==> src/design/sramHead_settings.svh <==
`ifndef SRAMHEAD_SETTINGS_SVH
`define SRAMHEAD_SETTINGS_SVH

// Bank geometry
`define SRAM_WORDS 1024
`define WORD_SEL_W 10

// One word is split into byte lanes
`define WORD_W 32
`define BYTE_W 8
`define LANES 4
`define LANE_SEL_W 2

`endif
==> src/design/sramHeadPkg.sv <==
`default_nettype none

`include "sramHead_settings.svh"

package sramHeadPkg;

	// Address and data shapes of the bank
	typedef logic [`WORD_SEL_W-1:0] wordAddrT;
	typedef logic [`WORD_W-1:0] wordT;
	typedef logic [`BYTE_W-1:0] byteT;

	typedef logic [`LANE_SEL_W-1:0] laneSelT;	// Byte lane index
	typedef logic [`LANES-1:0] laneMaskT;	// One write enable per lane

	typedef logic [`SRAM_WORDS-1:0] wordLineT;	// One-hot row select

	// Access seen by the array in a given cycle
	typedef enum logic [1:0] {
		opIdle = 2'd0,
		opRead = 2'd1,
		opWrite = 2'd2
	} accessOpT;

endpackage

`default_nettype wire

==> src/design/sramArrayIf.sv <==
`timescale 1ns/1ps
`default_nettype none

interface sramArrayIf
	import sramHeadPkg::*;
();

	// Row select and access type from the decoder
	wordLineT wordLine;
	accessOpT op;

	// Lane-steered write word and its enables
	wordT writeData;
	laneMaskT laneMask;

	wordT senseData;	// Word read from the bank

	modport decoder (
		output wordLine,
		output op
	);

	modport steering (
		output writeData,
		output laneMask
	);

	modport array (
		input wordLine,
		input op,
		input writeData,
		input laneMask,
		output senseData
	);

	// op tells the mux that senseData was just loaded
	modport mux (
		input op,
		input senseData
	);

endinterface

`default_nettype wire

==> src/design/readByteMux.sv <==
`timescale 1ns/1ps
`default_nettype none

`include "sramHead_settings.svh"

module readByteMux
	import sramHeadPkg::*;
(
	input logic clk,
	input logic rstN,
	input laneSelT byteSelect,
	sramArrayIf.mux arr,
	output byteT dataOut
);

	laneSelT laneIssued;	// Sampled with the access
	laneSelT laneSensed;	// Lines up with senseData
	logic readPending;

	//##################################################
	// Lane select pipeline
	//##################################################

	always_ff @(posedge clk) begin
		laneIssued <= byteSelect;
		laneSensed <= laneIssued;
	end

	// Set in the cycle after the array loaded senseData
	always_ff @(posedge clk or negedge rstN) begin
		if (!rstN) begin
			readPending <= 1'b0;
		end else begin
			readPending <= (arr.op == opRead);
		end
	end

	//##################################################
	// Output byte register
	//##################################################

	// Holds the last byte between reads
	always_ff @(posedge clk or negedge rstN) begin
		if (!rstN) begin
			dataOut <= '0;
		end else if (readPending) begin
			dataOut <= arr.senseData[laneSensed*`BYTE_W +: `BYTE_W];
		end
	end

	// An unwritten row read out would show up here
	a_outKnown: assert property (
		@(posedge clk) disable iff (!rstN)
		!$isunknown(dataOut)
	) else $error("dataOut unknown");

endmodule

`default_nettype wire

==> src/flat_wrapper.sv <==
// flat-port wrapper written by rule: the top's interface ports become plain ports
module readByteMux_flat import sramHeadPkg::*;
  (clk, rstN, byteSelect, dataOut, arr_op, arr_senseData);
  sramArrayIf arr_i ();
  input logic clk;
  input logic rstN;
  input laneSelT byteSelect;
  output byteT dataOut;
  input wire logic [$bits(arr_i.op)-1:0] arr_op;
  input wire logic [$bits(arr_i.senseData)-1:0] arr_senseData;
  assign arr_i.op = arr_op;
  assign arr_i.senseData = arr_senseData;
  readByteMux u_core (.clk(clk), .rstN(rstN), .byteSelect(byteSelect), .arr(arr_i), .dataOut(dataOut));
endmodule
==> config.mk <==
export PLATFORM = sky130hd
export DESIGN_NAME = readByteMux_flat
export DESIGN_NICKNAME = d
export VERILOG_FILES = /design/src/design/sramHeadPkg.sv /design/src/design/sramArrayIf.sv /design/src/design/readByteMux.sv /design/src/flat_wrapper.sv
export VERILOG_INCLUDE_DIRS = /design/src /design/src/design
export SDC_FILE = /design/constraint.sdc
export NUM_CORES = 1
export LEC_CHECK = 0
export CORE_AREA = 3 3 44 46
export DETAILED_ROUTE_END_ITERATION = 12
export DIE_AREA = 0 0 47 49
export DONT_BUFFER_PORTS = 1
export PLACE_DENSITY = 0.61
export REMOVE_ABC_BUFFERS = 1
export SYNTH_ARGS = -nofsm -noshare
export SYNTH_HDL_FRONTEND = slang
export SYNTH_SLANG_ARGS = --single-unit
export TNS_END_PERCENT = 30
==> constraint.sdc <==
create_clock -name clk -period 3.15 [get_ports clk]
set_clock_uncertainty 0.2 [all_clocks]
set_input_delay 0.315 -clock clk [delete_from_list [all_inputs] [get_ports clk]]
set_output_delay 0.315 -clock clk [all_outputs]
set_load 0.005 [all_outputs]
==> metrics.md, run 1 <==
| Metric | Value |
|---|---|
| Commonest non-fill, non-tap cell in the layout | `mux2i_1` |
| Final worst-path cycle share | `between 50% and 60%` |
| Drt drc | `0` |
| Die height | `49 um` |
| Die W | `47 um` |
| Leakage power | `roughly 0.32 nW` |
| Wire length per cell | `around 17 um` |
| CTS sink cnt | `13` |
| First-pass GRT wire length | `1880 um` |
| Sw frac | `between 20% and 30%` |
| DR iter-0 viols | `0` |
| Slew headroom | `roughly 44%` |
| Max cap viols | `0` |
| Core area | `approximately 0.0015 mm^2` |
| Cts repair resizes | `0` |
| Initial antenna violation count | `0` |
| Worst Hold End | `u_core.dataOut[2]$_DFFE_PN0P_` |
| Slew Limit Fails | `0` |
| NumNets Final | `96` |
| CP Max Fanout | `16` |
| DRT antenna net count | `0` |
| Maximum buffer depth of the clock tree | `2` |
| Detailed Route WL | `around 1300 um` |
| GRT Util Overall | `a little under an eighth` |
| Die ar. | `~0.0023 mm^2` |
| Mean area per synthesized cell | `between 10 and 15 um^2` |
| Worst-margin pin slew | `between 0.8 and 0.9 ns` |
| Layout cell share with drive strength beyond 1 | `around 5.3%` |
| Worst Setup SP | `u_core.laneSensed[0]$_DFF_P_` |
| Setup repair bufs after CTS | `0` |
| Power per Cell Area | `a little under 500 mW/mm^2` |
| Most frequent cells in the layout | `16 x mux2i_1, 9 x nand2b_1, 9 x dfrtp_1, 8 x o221ai_1, 5 x dlygate4sd3_1` |
| Clock root buffer | `clkbuf_4` |
| Slack of the critical path | `1.53 ns` |
| Final hold slack | `between 0.07 and 0.08 ns` |
| Critical Path RT | `3.09 ns` |
| Dpl ws | `roughly 1.5 ns` |
| Number of global-route vias before repair | `a little over 400` |
| RePlAce Congestion | `slightly below 0.6` |
| Setup crit end kind | `register` |
| Initial core utilization | `41.3%` |
| Fin. Hold Viols | `0` |
| Final Total Pwr | `approximately 0.35 mW` |
| GRT overflow | `0` |
| Final Critical Period | `1.62 ns` |
| Row Count | `14` |
| Placed cells | `64` |
| R2R depth | `2` |
| Pint | `0.262 mW` |
| Worst Path Arrival | `1.55 ns` |
| Crit-path cells | `mux2i_1 -> o221ai_1` |
| Reg power frac | `between 50% and 60%` |
| Critical path's top delay family | `flip-flops` |
| Drt via density | `around 5.9` |
| Setup violators final | `0` |
| Synth Register Bits | `13` |
| Syn Inst Count | `51` |
| Post-CTS Hold Buffers | `5` |
| Synth Warn # | `0` |
| Total negative slack | `0 ns` |
| CTS Buf Count | `3` |
| Slowest stage delay, CP | `between 0.8 and 0.9 ns` |
| FF-to-FF Start | `u_core.laneSensed[0]$_DFF_P_` |
| I/O Buffers | `0` |
| RSZ-0062 raised after global routing | `false` |
| Logic gate share of total power | `12.3%` |
| DR vias | `roughly 430` |
| Status | `complete, no violations` |
| DR pass1 iterations | `1` |
| Clock power frac | `between 20% and 30%` |
| CP max stage cell | `dfxtp_1` |
| Post-Syn Area | `between 600 and 700 um^2` |
| Reg2reg end | `u_core.dataOut[6]$_DFFE_PN0P_` |
| Hold crit path type | `in -> reg` |
| Sw power | `between 0.08 and 0.09 mW` |
| Clk slew on worst S/H paths | `0.07 ns` |
| Fmax | `between 600 and 700 MHz` |
| Sequential cell area fraction in the yosys report | `47.9%` |
| CP Launch Type | `register` |
| # diodes | `0` |
| Final Instance Count excl. Fillers | `73` |
| Area growth syn-to-layout | `9.63%` |
| Peak supply drop | `between 0.2 and 0.3 mV` |
| Hold Path Stages | `2` |
| R2r setup slk | `about 1.5 ns` |
| Kind of critical path | `reg -> reg` |
| Worst Hold Launch | `arr_senseData[2]` |
| CTS tree | `done` |
| Io pins | `46` |
| Distinct cells, synth | `10` |
| Maximum number of pins on one net before global-route repair | `17` |
| WP buf/inv | `0` |
| Clk_lat worst skew | `0.26 ns` |
| Depth of the CTS H-tree | `1` |
power groups by stage:
stage	clock, mW	combinational, mW	sequential, mW
after floorplan	0	0.0323	0.204
after global placement	0	0.0359	0.210
after detailed placement	0	0.0370	0.210
after CTS	0.105	0.0437	0.207
after global routing	0.112	0.0504	0.210
final	0.0970	0.0425	0.206
final cells by class:
class / count / area (um^2)
clock buffers: 4 / 26.3
fillers: 148 / 843
multi-input cells: 35 / 297
flip-flops and latches: 13 / 305
well taps: 16 / 20.0
repair buffers: 5 / 50.0
state kept, by name, indices dropped and copies added, names as in the netlist:
name	count
u_core.dataOut	8
u_core.laneIssued	2
u_core.laneSensed	2
u_core.readPending	1
layer usage:
layer	wire [um]	vias up	global-route usage (%)
li1	-	204	-
met1	465	195	14.4
met2	568	32	16.1
met3	221	0	8.12
met4	0	0	1.38
met5	0	-	0
cell families (layout without fill, tap and decap cells):
| logic type | count (synthesis) | after routing | synth area share, % |
|---|---|---|---|
| compound gates | 8 | 8 | 11.0 |
| simple gates | 11 | 11 | 10.4 |
| flops | 13 | 13 | 47.9 |
| mux | 16 | 16 | 25.1 |
| buf+inv | 3 | 9 | 5.50 |
worst max path at each step:
| stage | to | depth (start not counted) | slack [ns] |
|---|---|---|---|
| after floorplan | u_core.dataOut[0]$_DFFE_PN0P_ | 2 | 1.68 |
| after CTS | u_core.dataOut[1]$_DFFE_PN0P_ | 2 | 1.47 |
| final | u_core.dataOut[6]$_DFFE_PN0P_ | 2 | 1.53 |
| after global placement | u_core.dataOut[6]$_DFFE_PN0P_ | 2 | 1.49 |
| after global routing | u_core.dataOut[4]$_DFFE_PN0P_ | 2 | 1.35 |
| after detailed placement | u_core.dataOut[6]$_DFFE_PN0P_ | 2 | 1.47 |
cell usage after synthesis:
cell / instances / area (um^2)
mux2i_1: 16 / 160
dfrtp_1: 9 / 225
nand2b_1: 9 / 56.3
o221ai_1: 8 / 70.1
dfxtp_1: 4 / 80.1
buf_1: 1 / 3.75
buf_12: 1 / 20.0
buf_6: 1 / 11.3
nand2_1: 1 / 3.75
nor2b_1: 1 / 6.26
stage by stage:
step                area [um^2]  utilization (%)
floorplan                   602                -
global placement            622             40.3
detailed placement          622             40.3
CTS                         698             45.3
global route                698             45.3
finish                      698             45.3
Power figures use the tool's default switching activity.
==> run 2, diff against run 1 <==
--- a/config.mk
+++ b/config.mk
@@ -10,7 +10,7 @@
 export DETAILED_ROUTE_END_ITERATION = 12
 export DIE_AREA = 0 0 47 49
 export DONT_BUFFER_PORTS = 1
-export PLACE_DENSITY = 0.61
+export PLACE_DENSITY = 0.63
 export REMOVE_ABC_BUFFERS = 1
 export SYNTH_ARGS = -nofsm -noshare
 export SYNTH_HDL_FRONTEND = slang
==> constraint.sdc (replaced) <==
create_clock -name clk -period 1.4 [get_ports clk]
set_clock_uncertainty 0.2 [all_clocks]
set_input_delay 0.14 -clock clk [delete_from_list [all_inputs] [get_ports clk]]
set_output_delay 0.14 -clock clk [all_outputs]
set_load 0.005 [all_outputs]
==> run 2 against run 1 <==
  * Cell count is 48% higher
  * Critical path depth is 1 higher
  * Via count is 34% higher
  * Die area stayed put
  * Utilization is 23 points higher
  * Design area is 51% higher
  * First-iteration DRC count is 3 higher
  * Combinational power grew to 4.6 times the previous value
  * Count of clock-buffer cells in the layout stayed put
  * Wire length is 38% higher
  * Largest cell class is now buffers
  * Largest power group unchanged
==> metrics.md, run 2 (synthesized netlist as in run 1, its figures left out) <==
| Metric | Value |
|---|---|
| Status | `complete, no violations` |
| Pint | `0.656 mW (+150%)` |
| RePlAce Congestion | `0.590 (-0.64%)` |
| Slew headroom | `71.6% (+28 points)` |
| Sw frac | `25.0% (+0.81 points)` |
| Clock power frac | `26.1% (-2.0 points)` |
| CP Max Fanout | `1 (-15)` |
| Row Count | `14 (unchanged)` |
| Largest Register | `u_core.dataOut` |
| CP Launch Type | `input pin` |
| Maximum number of pins on one net before global-route repair | `13 (-4)` |
| Kind of critical path | `in -> reg` |
| CTS sink cnt | `13 (unchanged)` |
| Fin. Hold Viols | `0 (unchanged)` |
| Detailed Route WL | `1730 um (+38%)` |
| NumNets Final | `131 (+36%)` |
| Final hold slack | `0.0299 ns (-0.0482 ns)` |
| Initial antenna violation count | `0 (unchanged)` |
| Initial core utilization | `41.3% (unchanged)` |
| Power per Cell Area | `831 mW/mm^2 (+68%)` |
| Io pins | `46 (unchanged)` |
| DRT antenna net count | `0 (unchanged)` |
| First-pass GRT wire length | `2820 um (+50%)` |
| # diodes | `0 (unchanged)` |
| DR pass1 iterations | `3 (+2)` |
| DR iter-0 viols | `3 (+3)` |
| Final Cell Area | `0.00105 mm^2 (+51%)` |
| Placed cell areas | `657 um^2 (+5.6%)` |
| Post-CTS Hold Buffers | `37 (+32)` |
| Drt via density | `5.33 (-9.7%)` |
| Critical Path RT | `1.42 ns (-1.67 ns)` |
| Drt drc | `0 (unchanged)` |
| Setup repair bufs after CTS | `0 (unchanged)` |
| Core area | `0.00154 mm^2 (unchanged)` |
| DR vias | `576 (+34%)` |
| Clk_lat worst skew | `0.27 ns (about the same)` |
| Slack of the critical path | `0.0634 ns (-1.47 ns)` |
| GRT overflow | `0 (unchanged)` |
| Grt met3 use | `7.75% (-0.37 points)` |
| Met1 global-route usage | `17.8% (+3.4 points)` |
| Reg power frac | `51.8% (-7.8 points)` |
| Final Total Pwr | `0.875 mW (+150%)` |
| Layout fillers | `115 (-22%)` |
| Clock root buffer | `clkbuf_4` |
| Layout cell share with drive strength beyond 1 | `6.52% (+1.3 points)` |
| Max reg flops | `8 (unchanged)` |
| Area growth syn-to-layout | `65.4%` |
| Number of global-route vias before repair | `613 (+51%)` |
| I/O Buffers | `0 (unchanged)` |
| CTS tree | `done` |
| Setup crit end kind | `register` |
| Top Registers | `u_core.dataOut (8), u_core.laneIssued (2), u_core.laneSensed (2)` |
| Leakage power | `0.470 nW (+48%)` |
| Peak supply drop | `0.632 mV (+150%)` |
| Wire length per cell | `16.0 um (-6.7%)` |
| Hold crit path type | `in -> async` |
| M2 GR Usage | `30.8% (+15 points)` |
| Clk slew on worst S/H paths | `0.08 ns (about the same)` |
| Final Critical Period | `1.34 ns` |
| Commonest non-fill, non-tap cell in the layout | `dlygate4sd3_1` |
| Maximum buffer depth of the clock tree | `2 (unchanged)` |
| GRT busiest layer | `met2` |
| Die W | `47 um (unchanged)` |
| Final worst-path cycle share | `95.5%` |
| Sw power | `0.219 mW (+160%)` |
| Setup violators final | `0 (unchanged)` |
| Die height | `49 um (unchanged)` |
| Most frequent cells in the layout | `37 x dlygate4sd3_1, 16 x mux2i_1, 9 x nand2b_1, 9 x dfrtp_1, 8 x o221ai_1` |
| Total negative slack | `0 ns (unchanged)` |
| Slew Limit Fails | `0 (unchanged)` |
| Worst Path Arrival | `1.35 ns (-0.20 ns)` |
| Die ar. | `0.00230 mm^2 (unchanged)` |
| RSZ-0062 raised after global routing | `false` |
| Final HPWL DP | `approximately 1000 um` |
| GRT Util Overall | `17.0% (+5.6 points)` |
| Worst-margin pin slew | `0.425 ns (-0.418 ns)` |
| Dpl ws | `0.169 ns (-1.31 ns)` |
| Max cap viols | `0 (unchanged)` |
| Depth of the CTS H-tree | `1 (unchanged)` |
| CTS Buf Count | `3 (unchanged)` |
| Fmax | `~750 MHz` |
| Logic gate share of total power | `22.1% (+9.8 points)` |
| Cts repair resizes | `0 (unchanged)` |
==> run 2: cell count changes in the layout (fill, tap and decap cells not counted), sizes merged <==
cell	previous run	this run
buf	0	3
dlygate4sd3	5	37
==> run 2: layer usage <==
| metal | wire, um | up-vias |
|---|---|---|
| li1 | - | 274 |
| met1 | 634 | 269 |
| met4 | 0 | 0 |
| met3 | 187 | 0 |
| met2 | 911 | 33 |
| met5 | 0 | - |
==> run 2: metrics by stage <==
step	std cells	util [%]
6_report	108	68.3
4_1_cts	108	68.3
3_5_place_dp	67	42.6
5_1_grt	108	68.3
3_3_place_gp	67	42.6
2_1_floorplan	48	-
==> run 2: final timing paths <==
check	from	to	slack (ns)	cells past startpoint
max	arr_op[1]	u_core.readPending$_DFF_PN0_	0.06	3
min	rstN	u_core.dataOut[3]$_DFFE_PN0P_	0.03	1
max reg2reg	u_core.laneSensed[0]$_DFF_P_	u_core.dataOut[4]$_DFFE_PN0P_	0.14	3
min reg2reg	u_core.laneIssued[1]$_DFF_P_	u_core.laneSensed[1]$_DFF_P_	0.13	0
max in group asynchronous	rstN	u_core.dataOut[5]$_DFFE_PN0P_	0.66	1
min in group clk	u_core.laneIssued[1]$_DFF_P_	u_core.laneSensed[1]$_DFF_P_	0.13	0
==> run 2: final cells by class <==
type | count | area (um^2) | area share (%)
clock buffers | 4 | 26.3 | 2.49
multi-input cells | 35 | 297 | 28.1
well taps | 16 | 20.0 | 1.90
repair buffers | 40 | 405 | 38.5
flip-flops and latches | 13 | 305 | 29.0
==> run 2: power by group through the flow <==
stage | combinational [mW] | clock (mW) | sequential (mW)
finish | 0.194 | 0.228 | 0.453
global route | 0.217 | 0.258 | 0.461
CTS | 0.193 | 0.236 | 0.455
detailed placement | 0.106 | 0 | 0.463
global placement | 0.103 | 0 | 0.464
floorplan | 0.0727 | 0 | 0.460
==> run 2: critical path: stages <==
cell and delay, ns:
dlygate4sd3_1 0.53, nor2b_1 0.13, dlygate4sd3_1 0.55
==> run 3, diff against run 2 <==
--- a/config.mk
+++ b/config.mk
@@ -6,9 +6,10 @@
 export SDC_FILE = /design/constraint.sdc
 export NUM_CORES = 1
 export LEC_CHECK = 0
-export CORE_AREA = 3 3 44 46
+export ABC_CLOCK_PERIOD_IN_PS = 1200
+export CORE_AREA = 2 2 43 45
 export DETAILED_ROUTE_END_ITERATION = 12
-export DIE_AREA = 0 0 47 49
+export DIE_AREA = 0 0 45 47
 export DONT_BUFFER_PORTS = 1
 export PLACE_DENSITY = 0.63
 export REMOVE_ABC_BUFFERS = 1
==> constraint.sdc (replaced) <==
create_clock -name clk -period 1.2 [get_ports clk]
set_clock_uncertainty 0.2 [all_clocks]
set_input_delay 0.12 -clock clk [delete_from_list [all_inputs] [get_ports clk]]
set_output_delay 0.12 -clock clk [all_outputs]
set_load 0.005 [all_outputs]
==> run 3 against run 2 <==
  * Total power up 17%
  * Global-route usage is 0.083 points lower
  * Hold slack got worse by 0.0052 ns
  * Wire length is 2.3% lower
  * Cell count is 1.9% higher
  * Worst setup slack worse by 0.045 ns
  * Die area fell by 8.2%
  * Sequential cell count unchanged
  * Critical endpoint is now u_core.dataOut[4]$_DFFE_PN0P_
  * Largest cell class unchanged
  * Largest power group unchanged
==> metrics.md, run 3 (synthesized netlist as in run 1, its figures left out) <==
| Metric | Value |
|---|---|
| Status | `complete, no violations` |
| Peak supply drop | `0.844 mV (+34%)` |
| Layout cell share with drive strength beyond 1 | `11.8% (+5.3 points)` |
| Met1 global-route usage | `18.1% (+0.37 points)` |
| Io pins | `46 (unchanged)` |
| Grt met3 use | `6.15% (-1.6 points)` |
| Crit-path cells | `buf_16 -> mux2i_2 -> o221ai_1` |
| Slew Limit Fails | `0 (unchanged)` |
| GRT overflow | `0 (unchanged)` |
| Final worst-path cycle share | `around 99%` |
| Depth of the CTS H-tree | `1 (unchanged)` |
| R2r setup slk | `0.02 ns (-0.12 ns)` |
| Largest Register | `u_core.dataOut` |
| Final HPWL DP | `942 um (-8.6%)` |
| First-pass GRT wire length | `2460 um (-13%)` |
| Most frequent cells in the layout | `37 x dlygate4sd3_1, 15 x mux2i_1, 9 x dfrtp_1, 8 x nand2b_1, 8 x o221ai_1` |
| GRT Util Overall | `16.9% (-0.083 points)` |
| Initial antenna violation count | `0 (unchanged)` |
| Slew headroom | `70.1% (-1.5 points)` |
| DR iter-0 viols | `6 (+3)` |
| GRT busiest layer | `met2` |
| Maximum buffer depth of the clock tree | `2 (unchanged)` |
| CP Launch Type | `register` |
| Final Critical Period | `1.18 ns` |
| Clock root buffer | `clkbuf_4` |
| Placed cell areas | `658 um^2 (+0.19%)` |
| Critical Path RT | `1.14 ns (-0.28 ns)` |
| CTS Buf Count | `3 (unchanged)` |
| Critical path's top delay family | `flip-flops` |
| DRT antenna net count | `0 (unchanged)` |
| Drt via density | `5.28 (-0.97%)` |
| Top Registers | `u_core.dataOut (8), u_core.laneIssued (2), u_core.laneSensed (2)` |
| Kind of critical path | `reg -> reg` |
| Power per Cell Area | `938 mW/mm^2 (+13%)` |
| I/O Buffers | `0 (unchanged)` |
| FF-to-FF Start | `u_core.laneSensed[0]$_DFF_P_` |
| Total negative slack | `0 ns (unchanged)` |
| Slack of the critical path | `0.0179 ns (-0.0454 ns)` |
| Core area | `0.00165 mm^2 (+7.1%)` |
| Max reg flops | `8 (unchanged)` |
| Slowest stage delay, CP | `0.39 ns (-0.16 ns)` |
| Final hold slack | `0.0246 ns (-0.00523 ns)` |
| Area growth syn-to-layout | `71.9%` |
| DR vias | `581 (+0.87%)` |
| CTS tree | `done` |
| Placed cells | `68 (+1.5%)` |
| Hold crit path type | `in -> async` |
| Dpl ws | `-0.0189 ns (-0.188 ns)` |
| Maximum number of pins on one net before global-route repair | `10 (-3)` |
| Layout fillers | `126 (+9.6%)` |
| RePlAce Congestion | `0.598 (+1.5%)` |
| Reg2reg end | `u_core.dataOut[4]$_DFFE_PN0P_` |
| NumNets Final | `132 (+0.76%)` |
| Row Count | `15 (+1)` |
| Initial core utilization | `38.6% (-2.8 points)` |
| Final Cell Area | `0.00109 mm^2 (+3.9%)` |
| R2R depth | `3 (unchanged)` |
| M2 GR Usage | `30.9% (+0.088 points)` |
| # diodes | `0 (unchanged)` |
| Setup violators final | `0 (unchanged)` |
| Die W | `45 um (-4.3%)` |
| Detailed Route WL | `1690 um (-2.3%)` |
| Worst-margin pin slew | `0.447 ns (+0.0219 ns)` |
| CP max stage cell | `dfxtp_4` |
| Number of global-route vias before repair | `576 (-6.0%)` |
| CP Max Fanout | `8 (+7)` |
| Fin. Hold Viols | `0 (unchanged)` |
| Final Total Pwr | `1.03 mW (+17%)` |
| Clk_lat worst skew | `0.27 ns (about the same)` |
| Setup crit end kind | `register` |
| Clk slew on worst S/H paths | `0.07 ns (about the same)` |
| Die height | `47 um (-4.1%)` |
| Drt drc | `0 (unchanged)` |
| Final Instance Count excl. Fillers | `110 (+1.9%)` |
| Die ar. | `0.00212 mm^2 (-8.2%)` |
| Wire length per cell | `15.4 um (-4.0%)` |
| WP buf/inv | `1 (-1)` |
| CTS sink cnt | `13 (unchanged)` |
| Worst Path Arrival | `1.12 ns (-0.23 ns)` |
| RSZ-0062 raised after global routing | `true` |
| Fmax | `approximately 850 MHz` |
| DR pass1 iterations | `4 (+1)` |
| Final Util | `66.3% (-2.1 points)` |
| Leakage power | `0.481 nW (+2.4%)` |
| Commonest non-fill, non-tap cell in the layout | `dlygate4sd3_1` |
| Max cap viols | `0 (unchanged)` |
-- run 3: cell types whose count changed in the layout (fill, tap and decap cells not counted), sizes merged --
| cell | before | now |
|---|---|---|
| buf | 3 | 4 |
-- run 3: power breakdown --
group	switching, mW	internal [mW]	total (mW)
clock	0.128	0.129	0.257
sequential	0.0443	0.487	0.531
combinational	0.0786	0.160	0.239
-- run 3: how the worst max path moves through the flow --
stage	cells past startpoint	slack, ns	from	end
3_5_place_dp	3	-0.02	u_core.laneSensed[0]$_DFF_P_	u_core.dataOut[5]$_DFFE_PN0P_
4_1_cts	3	0.006	u_core.laneSensed[0]$_DFF_P_	u_core.dataOut[6]$_DFFE_PN0P_
6_report	3	0.02	u_core.laneSensed[0]$_DFF_P_	u_core.dataOut[4]$_DFFE_PN0P_
3_3_place_gp	3	0.005	u_core.laneSensed[0]$_DFF_P_	u_core.dataOut[2]$_DFFE_PN0P_
2_1_floorplan	2	-0.27	u_core.laneSensed[0]$_DFF_P_	u_core.dataOut[0]$_DFFE_PN0P_
5_1_grt	3	-0.04	u_core.laneSensed[0]$_DFF_P_	u_core.dataOut[6]$_DFFE_PN0P_
-- run 3: metal layers --
layer	up-vias	share of wire, %
li1	278	-
met1	276	38
met2	25	54
met3	2	7.4
met4	0	0.53
met5	-	0
-- run 3: final cells by class --
class	instances	area [um^2]	share of cell area [%]
well taps	17	21.3	1.94
flip-flops and latches	13	309	28.2
clock buffers	4	26.3	2.40
multi-input cells	35	305	27.9
repair buffers	41	433	39.5
-- run 3: repair_timing --
| item | 4_1_cts | 5_1_grt |
|---|---|---|
| cloned | 1 | 0 |
| hold endpoints to repair | 20 | 0 |
| gates resized for setup | 5 | 1 |
| pin swaps | 1 | 3 |
| hold buffers | 37 | 0 |
| buffers inserted | 0 | 0 |
| setup endpoints to repair | 6 | 6 |
